File: src/verilog/i2c_cfg.svh
`ifndef I2C_CFG_SVH
`define I2C_CFG_SVH

// Number of command sources sharing the transceiver
`define I2C_NUM_PORTS 2

// clk cycles per quarter of an SCL period
`define I2C_QTR_DIV 4

// Data width of tx and rx bytes
`define I2C_BYTE_BITS 8

`endif

File: src/verilog/i2c_pkg.sv
`default_nettype none

package i2c_pkg;

	// Kinds of bit slot the byte engine hands to the bit driver
	// Start condition, SCL left as it is in the first quarter
	localparam logic [1:0] SLOT_START   = 2'd0;
	// Stop condition, leaves both lines released
	localparam logic [1:0] SLOT_STOP    = 2'd1;
	// Repeated start, SCL pulled low first
	localparam logic [1:0] SLOT_RESTART = 2'd2;
	// One data or ack bit
	localparam logic [1:0] SLOT_BIT     = 2'd3;

	// Round-robin successor
	// Wraps back to port 0 after the last port
	function automatic int unsigned rr_next(
		input int unsigned cur,
		input int unsigned num_ports
	);
		int unsigned nxt;
		nxt = cur + 1;
		if (nxt >= num_ports) begin
			nxt = 0;
		end
		return nxt;
	endfunction

endpackage

`default_nettype wire

File: src/verilog/i2c_cmd_if.sv
`default_nettype none

`include "i2c_cfg.svh"

interface i2c_cmd_if;

	// Bus ownership handshake, all one-cycle strobes
	logic request;
	logic done;
	logic ack;

	// Byte-level command strobes, at most one per cycle
	logic start_en;
	logic restart_en;
	logic stop_en;
	logic tx_en;
	logic rx_en;

	// Payload, valid with tx_en or rx_en
	logic [`I2C_BYTE_BITS-1:0] tx_data;
	logic rx_ack;

	// Responses from the engine
	logic busy;
	logic tx_ack;
	logic [`I2C_BYTE_BITS-1:0] rx_out;

	// Outside command source
	modport driver (
		output request, done, start_en, restart_en, stop_en, tx_en, rx_en, tx_data, rx_ack,
		input ack, busy, tx_ack, rx_out
	);

	// Arbiter, one per source
	modport arb_port (
		input request, done, start_en, restart_en, stop_en, tx_en, rx_en, tx_data, rx_ack,
		output ack, busy, tx_ack, rx_out
	);

	// Arbiter, single side toward the engine
	modport arb_txvr (
		output start_en, restart_en, stop_en, tx_en, rx_en, tx_data, rx_ack,
		input busy, tx_ack, rx_out
	);

	modport engine (
		input start_en, restart_en, stop_en, tx_en, rx_en, tx_data, rx_ack,
		output busy, tx_ack, rx_out
	);

endinterface

`default_nettype wire

File: src/verilog/i2c_port_arbiter.sv
`default_nettype none

`include "i2c_cfg.svh"

module i2c_port_arbiter
	import i2c_pkg::*;
#(
	parameter int NUM_PORTS = 2
) (
	input logic clk,
	input logic arst_n,
	i2c_cmd_if.arb_port ports [NUM_PORTS],
	i2c_cmd_if.arb_txvr txvr
);

	localparam int PORT_BITS = (NUM_PORTS > 1) ? $clog2(NUM_PORTS) : 1;
	localparam int BITS = `I2C_BYTE_BITS;

	// Flattened per-port command inputs
	logic [NUM_PORTS-1:0] req_vec;
	logic [NUM_PORTS-1:0] done_vec;
	logic [NUM_PORTS-1:0] start_vec;
	logic [NUM_PORTS-1:0] restart_vec;
	logic [NUM_PORTS-1:0] stop_vec;
	logic [NUM_PORTS-1:0] tx_vec;
	logic [NUM_PORTS-1:0] rx_vec;
	logic [NUM_PORTS-1:0] rx_ack_vec;
	logic [BITS-1:0] tx_data_arr [NUM_PORTS];

	// Arbitration state
	logic [NUM_PORTS-1:0] pending;
	logic [NUM_PORTS-1:0] ack_q;
	logic [NUM_PORTS-1:0] sel_hit;
	logic [NUM_PORTS-1:0] sel_mask;
	logic active;
	logic [PORT_BITS-1:0] sel;
	logic [PORT_BITS-1:0] rr_ptr;
	logic grant_any;
	logic [PORT_BITS-1:0] grant_idx;

	for (genvar g = 0; g < NUM_PORTS; g++) begin : g_port
		assign req_vec[g] = ports[g].request;
		assign done_vec[g] = ports[g].done;
		assign start_vec[g] = ports[g].start_en;
		assign restart_vec[g] = ports[g].restart_en;
		assign stop_vec[g] = ports[g].stop_en;
		assign tx_vec[g] = ports[g].tx_en;
		assign rx_vec[g] = ports[g].rx_en;
		assign rx_ack_vec[g] = ports[g].rx_ack;
		assign tx_data_arr[g] = ports[g].tx_data;

		// Responses only reach the granted port, others read zero
		assign sel_hit[g] = active && (sel == PORT_BITS'(g));
		assign ports[g].ack = ack_q[g];
		assign ports[g].busy = sel_hit[g] & txvr.busy;
		assign ports[g].tx_ack = sel_hit[g] & txvr.tx_ack;
		assign ports[g].rx_out = sel_hit[g] ? txvr.rx_out : '0;
	end

	// Commands of the granted port go to the engine
	assign txvr.start_en = active & start_vec[sel];
	assign txvr.restart_en = active & restart_vec[sel];
	assign txvr.stop_en = active & stop_vec[sel];
	assign txvr.tx_en = active & tx_vec[sel];
	assign txvr.rx_en = active & rx_vec[sel];
	assign txvr.rx_ack = active & rx_ack_vec[sel];
	assign txvr.tx_data = tx_data_arr[sel];

	assign sel_mask = NUM_PORTS'(1) << sel;

	// Pointer port first, else the lowest pending port
	always_comb begin
		grant_any = |pending;
		grant_idx = rr_ptr;
		if (!pending[rr_ptr]) begin
			for (int i = NUM_PORTS - 1; i >= 0; i--) begin
				if (pending[i]) begin
					grant_idx = PORT_BITS'(i);
				end
			end
		end
	end

	always_ff @(posedge clk or negedge arst_n) begin
		if (!arst_n) begin
			pending <= '0;
			ack_q <= '0;
			active <= 1'b0;
			sel <= '0;
			rr_ptr <= '0;
		end else begin
			ack_q <= '0;
			if (active && done_vec[sel]) begin
				// Release the bus, next grant no earlier than the following edge
				active <= 1'b0;
				pending <= (pending | req_vec) & ~sel_mask;
				rr_ptr <= PORT_BITS'(rr_next(32'(rr_ptr), NUM_PORTS));
			end else begin
				// New requests only count from the next edge on
				pending <= pending | req_vec;
				if (!active && grant_any) begin
					active <= 1'b1;
					sel <= grant_idx;
					ack_q[grant_idx] <= 1'b1;
				end
			end
		end
	end

endmodule

`default_nettype wire

File: src/verilog/i2c_byte_engine.sv
`default_nettype none

`include "i2c_cfg.svh"

module i2c_byte_engine
	import i2c_pkg::*;
(
	input logic clk,
	input logic arst_n,
	i2c_cmd_if.engine cmd,
	output logic slot_go,
	output logic [1:0] slot_kind,
	output logic slot_sda,
	input logic slot_busy,
	input logic slot_sda_in
);

	localparam int BITS = `I2C_BYTE_BITS;
	localparam int CNT_W = $clog2(BITS + 1);

	localparam logic [1:0] ST_IDLE = 2'd0;
	localparam logic [1:0] ST_GO = 2'd1;
	localparam logic [1:0] ST_WAIT = 2'd2;

	// What the current command is made of
	localparam logic [1:0] OP_CTRL = 2'd0;
	localparam logic [1:0] OP_TX = 2'd1;
	localparam logic [1:0] OP_RX = 2'd2;

	logic [1:0] state;
	logic [1:0] op_q;
	logic [CNT_W-1:0] bit_cnt;
	logic busy_q;
	logic tx_ack_q;
	logic ack_bit_q;
	logic any_en;
	logic slot_done;
	logic last_slot;
	logic [BITS-1:0] shift_q;
	logic [BITS-1:0] rx_q;

	assign any_en = cmd.start_en | cmd.restart_en | cmd.stop_en | cmd.tx_en | cmd.rx_en;
	assign slot_done = (state == ST_WAIT) && !slot_busy;
	// Control ops have one slot, bytes end after the ninth
	assign last_slot = (op_q == OP_CTRL) || (bit_cnt == CNT_W'(BITS));

	// Driver latches the slot while the engine sits in ST_GO
	assign slot_go = (state == ST_GO);

	assign cmd.busy = busy_q;
	assign cmd.tx_ack = tx_ack_q;
	assign cmd.rx_out = rx_q;

	always_ff @(posedge clk or negedge arst_n) begin
		if (!arst_n) begin
			state <= ST_IDLE;
			op_q <= OP_CTRL;
			bit_cnt <= '0;
			busy_q <= 1'b0;
			tx_ack_q <= 1'b0;
			ack_bit_q <= 1'b0;
			slot_kind <= SLOT_BIT;
			slot_sda <= 1'b1;
		end else begin
			case (state)
				ST_IDLE: begin
					if (any_en) begin
						busy_q <= 1'b1;
						state <= ST_GO;
						bit_cnt <= '0;
						op_q <= OP_CTRL;
						slot_sda <= 1'b1;
						if (cmd.start_en) begin
							slot_kind <= SLOT_START;
						end else if (cmd.restart_en) begin
							slot_kind <= SLOT_RESTART;
						end else if (cmd.stop_en) begin
							slot_kind <= SLOT_STOP;
						end else if (cmd.tx_en) begin
							// MSB goes out first
							op_q <= OP_TX;
							slot_kind <= SLOT_BIT;
							slot_sda <= cmd.tx_data[BITS-1];
						end else begin
							op_q <= OP_RX;
							slot_kind <= SLOT_BIT;
							ack_bit_q <= cmd.rx_ack;
						end
					end
				end
				ST_GO: begin
					state <= ST_WAIT;
				end
				ST_WAIT: begin
					if (slot_done && last_slot) begin
						state <= ST_IDLE;
						busy_q <= 1'b0;
						// Slave pulled SDA low in the ack slot
						if (op_q == OP_TX) begin
							tx_ack_q <= ~slot_sda_in;
						end
					end else if (slot_done) begin
						state <= ST_GO;
						bit_cnt <= bit_cnt + 1'b1;
						if (bit_cnt == CNT_W'(BITS - 1)) begin
							// Ack slot, released for tx, driven for rx
							slot_sda <= (op_q == OP_TX) ? 1'b1 : ~ack_bit_q;
						end else begin
							slot_sda <= (op_q == OP_TX) ? shift_q[BITS-2] : 1'b1;
						end
					end
				end
				default: begin
					state <= ST_IDLE;
				end
			endcase
		end
	end

	// Shared shifter, tx bits move out and rx samples move in
	always_ff @(posedge clk) begin
		if (state == ST_IDLE && cmd.tx_en) begin
			shift_q <= cmd.tx_data;
		end else if (slot_done && !last_slot && op_q == OP_TX) begin
			shift_q <= {shift_q[BITS-2:0], 1'b0};
		end else if (slot_done && !last_slot && op_q == OP_RX) begin
			shift_q <= {shift_q[BITS-2:0], slot_sda_in};
		end
		if (slot_done && op_q == OP_RX && bit_cnt == CNT_W'(BITS)) begin
			rx_q <= shift_q;
		end
	end

endmodule

`default_nettype wire

File: src/verilog/i2c_bit_driver.sv
`default_nettype none

`include "i2c_cfg.svh"

module i2c_bit_driver
	import i2c_pkg::*;
(
	input logic clk,
	input logic arst_n,
	input logic slot_go,
	input logic [1:0] slot_kind,
	input logic slot_sda,
	output logic slot_busy,
	output logic slot_sda_in,
	output logic scl_oe,
	output logic sda_oe,
	input logic scl_in,
	input logic sda_in
);

	localparam int DIV_W = (`I2C_QTR_DIV > 1) ? $clog2(`I2C_QTR_DIV) : 1;

	logic [DIV_W-1:0] div_q;
	logic [1:0] phase_q;
	logic [1:0] kind_q;
	logic sda_q;
	logic sampled_q;

	always_ff @(posedge clk or negedge arst_n) begin
		if (!arst_n) begin
			slot_busy <= 1'b0;
			slot_sda_in <= 1'b1;
			scl_oe <= 1'b0;
			sda_oe <= 1'b0;
			div_q <= '0;
			phase_q <= '0;
			kind_q <= SLOT_BIT;
			sda_q <= 1'b1;
			sampled_q <= 1'b0;
		end else if (!slot_busy) begin
			if (slot_go) begin
				slot_busy <= 1'b1;
				kind_q <= slot_kind;
				sda_q <= slot_sda;
				div_q <= '0;
				phase_q <= '0;
				sampled_q <= 1'b0;
			end
		end else begin
			// Quarter 0 sets SDA, quarters 1 and 2 hold SCL high, quarter 3 drops it
			case (phase_q)
				2'd0: begin
					if (kind_q == SLOT_BIT) begin
						scl_oe <= 1'b1;
						sda_oe <= ~sda_q;
					end else if (kind_q == SLOT_STOP) begin
						scl_oe <= 1'b1;
						sda_oe <= 1'b1;
					end else begin
						// Start from idle keeps SCL high, restart pulls it low first
						scl_oe <= (kind_q == SLOT_RESTART) | scl_oe;
						sda_oe <= 1'b0;
					end
				end
				2'd1: scl_oe <= 1'b0;
				2'd2: begin
					// SDA edge with SCL high marks start or stop
					if (kind_q == SLOT_START || kind_q == SLOT_RESTART) begin
						sda_oe <= 1'b1;
					end else if (kind_q == SLOT_STOP) begin
						sda_oe <= 1'b0;
					end
				end
				default: scl_oe <= (kind_q != SLOT_STOP);
			endcase
			// Sample once SCL actually reads high
			if ((phase_q == 2'd1 || phase_q == 2'd2) && scl_in && !sampled_q) begin
				slot_sda_in <= sda_in;
				sampled_q <= 1'b1;
			end
			if (div_q == DIV_W'(`I2C_QTR_DIV - 1)) begin
				div_q <= '0;
				phase_q <= phase_q + 1'b1;
				slot_busy <= (phase_q != 2'd3);
			end else begin
				div_q <= div_q + 1'b1;
			end
		end
	end

endmodule

`default_nettype wire

File: src/verilog/i2c_mux_top.sv
`default_nettype none

`include "i2c_cfg.svh"

module i2c_mux_top (
	input logic clk,
	input logic arst_n,
	input logic [`I2C_NUM_PORTS-1:0] request,
	input logic [`I2C_NUM_PORTS-1:0] done,
	output logic [`I2C_NUM_PORTS-1:0] ack,
	input logic [`I2C_NUM_PORTS-1:0] start_en,
	input logic [`I2C_NUM_PORTS-1:0] restart_en,
	input logic [`I2C_NUM_PORTS-1:0] stop_en,
	input logic [`I2C_NUM_PORTS-1:0] tx_en,
	input logic [`I2C_NUM_PORTS*`I2C_BYTE_BITS-1:0] tx_data,
	input logic [`I2C_NUM_PORTS-1:0] rx_en,
	input logic [`I2C_NUM_PORTS-1:0] rx_ack,
	output logic [`I2C_NUM_PORTS-1:0] busy,
	output logic [`I2C_NUM_PORTS-1:0] tx_ack,
	output logic [`I2C_NUM_PORTS*`I2C_BYTE_BITS-1:0] rx_out,
	// Open drain pins, oe high pulls the line low
	output logic scl_oe,
	output logic sda_oe,
	input logic scl_in,
	input logic sda_in
);

	localparam int NP = `I2C_NUM_PORTS;
	localparam int BITS = `I2C_BYTE_BITS;

	logic slot_go;
	logic [1:0] slot_kind;
	logic slot_sda;
	logic slot_busy;
	logic slot_sda_in;

	i2c_cmd_if port_if [NP] ();
	i2c_cmd_if eng_if ();

	// Flat vectors onto one bundle per source
	for (genvar g = 0; g < NP; g++) begin : g_port
		assign port_if[g].request = request[g];
		assign port_if[g].done = done[g];
		assign port_if[g].start_en = start_en[g];
		assign port_if[g].restart_en = restart_en[g];
		assign port_if[g].stop_en = stop_en[g];
		assign port_if[g].tx_en = tx_en[g];
		assign port_if[g].tx_data = tx_data[g*BITS +: BITS];
		assign port_if[g].rx_en = rx_en[g];
		assign port_if[g].rx_ack = rx_ack[g];
		assign ack[g] = port_if[g].ack;
		assign busy[g] = port_if[g].busy;
		assign tx_ack[g] = port_if[g].tx_ack;
		assign rx_out[g*BITS +: BITS] = port_if[g].rx_out;
	end

	// Engine bundle carries no ownership handshake
	assign eng_if.request = 1'b0;
	assign eng_if.done = 1'b0;
	assign eng_if.ack = 1'b0;

	i2c_port_arbiter #(
		.NUM_PORTS(NP)
	) arb_i (
		.clk(clk),
		.arst_n(arst_n),
		.ports(port_if),
		.txvr(eng_if)
	);

	i2c_byte_engine eng_i (
		.clk(clk),
		.arst_n(arst_n),
		.cmd(eng_if),
		.slot_go(slot_go),
		.slot_kind(slot_kind),
		.slot_sda(slot_sda),
		.slot_busy(slot_busy),
		.slot_sda_in(slot_sda_in)
	);

	i2c_bit_driver drv_i (
		.clk(clk),
		.arst_n(arst_n),
		.slot_go(slot_go),
		.slot_kind(slot_kind),
		.slot_sda(slot_sda),
		.slot_busy(slot_busy),
		.slot_sda_in(slot_sda_in),
		.scl_oe(scl_oe),
		.sda_oe(sda_oe),
		.scl_in(scl_in),
		.sda_in(sda_in)
	);

endmodule

`default_nettype wire

File: config.mk
export PLATFORM = sky130hd
export DESIGN_NAME = i2c_mux_top
export DESIGN_NICKNAME = d
export VERILOG_FILES = /design/src/verilog/i2c_pkg.sv /design/src/verilog/i2c_cmd_if.sv /design/src/verilog/i2c_port_arbiter.sv /design/src/verilog/i2c_byte_engine.sv /design/src/verilog/i2c_bit_driver.sv /design/src/verilog/i2c_mux_top.sv
export VERILOG_INCLUDE_DIRS = /design/src /design/src/verilog
export SDC_FILE = /design/constraint.sdc
export NUM_CORES = 1
export LEC_CHECK = 0
export BUFFER_PORTS_ARGS = -buffer_cell sky130_fd_sc_hd__buf_2
export CORE_MARGIN = 3
export CORE_UTILIZATION = 58
export CTS_BUF_LIST = sky130_fd_sc_hd__clkbuf_16
export CTS_CLUSTER_SIZE = 20
export DETAILED_ROUTE_END_ITERATION = 10
export PLACE_DENSITY = 0.91
export SLEW_MARGIN = 20
export SYNTH_ARGS = -nofsm -noshare
export SYNTH_HDL_FRONTEND = slang
export SYNTH_HIERARCHICAL = 1
export SYNTH_SLANG_ARGS = --single-unit
export TNS_END_PERCENT = 1
File: constraint.sdc
create_clock -name clk -period 5.55 [get_ports clk]
set_clock_uncertainty 0.2 [all_clocks]
set_input_delay 0.555 -clock clk [delete_from_list [all_inputs] [get_ports clk]]
set_output_delay 0.555 -clock clk [all_outputs]
set_load 0.05 [all_outputs]
==> flow_metrics.tcl <==
set metrics [dict create \
    status "finished, final reports clean" \
    post_drt_wl_per_cell_um 15.6 \
    grt.total_usage 0.209 \
    die_y_um 73.2 \
    tritoncts "yes" \
    overflow 0 \
    yosysWarnings 6 \
    nets 326 \
    grt_pass1_vias 1778 \
    drcViolationCount 0 \
    die_area_mm2 0.00536 \
    cp_max_fo 28 \
    pin_count 60 \
    yosys.area.top_type "dfrtp_1" \
    clock_latency_ns 0.28 \
    cts.sinks 49 \
    synth_area_leaders "dfrtp_1 25%, edfxtp_1 18%, mux2_2 8.6%" \
    synth_edf_count 16 \
    rsz0062_at_grt "no" \
    cp_cell_sequence "mux2i_1 > nor2_1 > or4_4 > o21ai_2 > or2_1 > mux2_4" \
    tightest_slew_ns 1.07 \
    fin_crit_sh 0.589 \
    grt_pass1_wl_um 8610 \
    syn_area_mm2 0.00262 \
    rows 23 \
    hpwl_um 3850 \
    wl_um 5220 \
    ys.flop_type "dfrtp_1" \
    postSynthAreaPerCell_um2 11.3 \
    hold_class "in -> async" \
    yosysSeqAreaShare 0.502 \
    peakVddDrop_uv 199 \
    min_period_ns 3.27 \
    final_common_cell "buf_2" \
    grt_max_degree 34 \
    critPathArrivalTime_ns 3.24 \
    area_growth_pct 14.8 \
    setup_viol 0 \
    ant_nets 0 \
    cts.hold.buffers_added 0 \
    clock_tree.buffer_depth 2 \
    synthArstFlopShare 0.673 \
    n_antenna_cell 0 \
    fp.dieW_um 73.2 \
    firstDrtPassIters 4 \
    setup_tns_ns 0 \
    startpoint_type "register" \
    dp_slack_ns 2.33 \
    cts_root_buffer "clkbuf_16" \
    drive_above_1_share 0.373 \
    cp-end-kind "register" \
    h-tree-depth 2 \
    synthCells 232 \
    crit_path_max_incr_delay_ns 1.05 \
    power_density_mw_per_mm2 582 \
    clk_transition_reported_paths_ns 0.06 \
    path_class "reg -> reg" \
    crit_path_top_delay_cell "dfrtp_1" \
    p_leak_nw 1.42 \
    cts_made_buffers 5 \
    antenna_found_initial 0 \
    drt-vias-per-instance 5.72 \
    ys_types 52 \
    syn_nets 275 \
    maxSlewViolCount 0 \
    maxClockFrequency_ghz 0.306 \
    synth_top_cell_area_share 0.248 \
    final_hold_viol_count 0 \
    ys_ff_latch 49 \
    fin_ws_ns 2.28 \
    initial_core_util 0.628 \
    drv_cap 0 \
    via_count 1909 \
    core-area_mm2 0.00417 \
    globalplace.congestion 0.808 \
    mostFrequentLayoutCells "59 x buf_2, 26 x dfrtp_1, 20 x mux2_2" \
    maxSlewHeadroom 0.286 \
    port_buffers 59 \
    cts_setup_buffers 0 \
    fin_total_pwr_mw 1.75 \
    drtIter0Drc 164 \
    cts-resized-gates 0 \
    cp_data_required_time_ns 5.52 \
]
-- area by class of cell --
class                      instances  area, um^2
fill                             262        1170
tap                               50        62.6
inverter                          11        41.3
sequential                        49        1320
timing repair buffer              59         295
clock buffer                       5         125
multi-input combinational        157        1150
clock inverter                     3        11.3
-- through the flow --
stage	hold WS, ns	util	instance area, um^2	instances
2_1_floorplan	0.0594	-	2620	232
3_3_place_gp	0.206	0.686	2860	326
3_5_place_dp	0.205	0.686	2860	326
4_1_cts	0.149	0.719	3000	334
5_1_grt	0.174	0.720	3010	334
6_report	0.128	0.720	3010	334
-- cells by family (layout without fill, tap and decap cells) --
kind of cell               count (synthesis)  count (layout)  share of synthesized area
muxes                                     28              28                      0.120
AOI/OAI and AO/OA                         38              38                      0.101
xor gates and xnor gates                   3               3                     0.0100
adders and majority gates                  7               7                     0.0334
buffers and inverters                     26              78                     0.0588
and+or+nand+nor                           81              81                      0.174
DFF                                       49              49                      0.502
-- worst paths after layout --
check	start	to	slack, ns	depth (start not counted)
worst max-delay path	arb_i/sel$_DFFE_PN0P_	eng_i/ack_bit_q$_DFFE_PN0P_	2.28	6
worst max register to register	arb_i/sel$_DFFE_PN0P_	eng_i/ack_bit_q$_DFFE_PN0P_	2.28	6
worst min register to register	eng_i/shift_q[7]$_DFFE_PP_	eng_i/cmd.rx_out[7]$_DFFE_PP_	0.22	0
worst min-delay path	arst_n	arb_i/ack_q[1]$_DFF_PN0_	0.13	1
max in group asynchronous	arst_n	arb_i/sel$_DFFE_PN0P_	4.55	1
min in group clk	eng_i/shift_q[7]$_DFFE_PP_	eng_i/cmd.rx_out[7]$_DFFE_PP_	0.22	0
-- power breakdown --
part,switching (mW),internal [mW]
logic,0.488,0.309
clock network,0.115,0.162
registers,0.149,0.525
-- critical path, delay by kind of cell, from the launching register on --
family,cells,cell delay (ns)
simple gates,3,0.87
mux,2,0.59
compound gates,1,0.44
flops,1,1.05
-- cells in the mapped netlist, types with 2 or more instances --
cell type and instances:
buf_4 6, a22oi_1 2, o22ai_1 2, nand4_1 2, nor2_1 15, and3_1 10
buf_6 4, inv_1 10, nand2_1 18, a21boi_0 2, nor3_1 2, dfrtp_1 26
mux2i_1 6, ha_1 7, nand3b_1 2, and2_1 11, nor3b_2 2, a211o_1 2
mux2_2 20, a31oi_1 2, a21oi_1 3, buf_2 3, dfstp_2 7, o21ai_0 9
nor2b_1 4, edfxtp_1 16, mux2_4 2, a21o_1 2, clkbuf_1 2, xnor2_1 2
nand3_1 4, o31ai_1 7
-- per-layer routing --
metal	GRT usage	wire length, um	vias to the layer above
li1	-	-	921
met1	0.287	2280	914
met2	0.330	2520	68
met3	0.0537	375	6
met4	0.0594	50	0
met5	0	0	-
(Power assumes the default switching activity.)
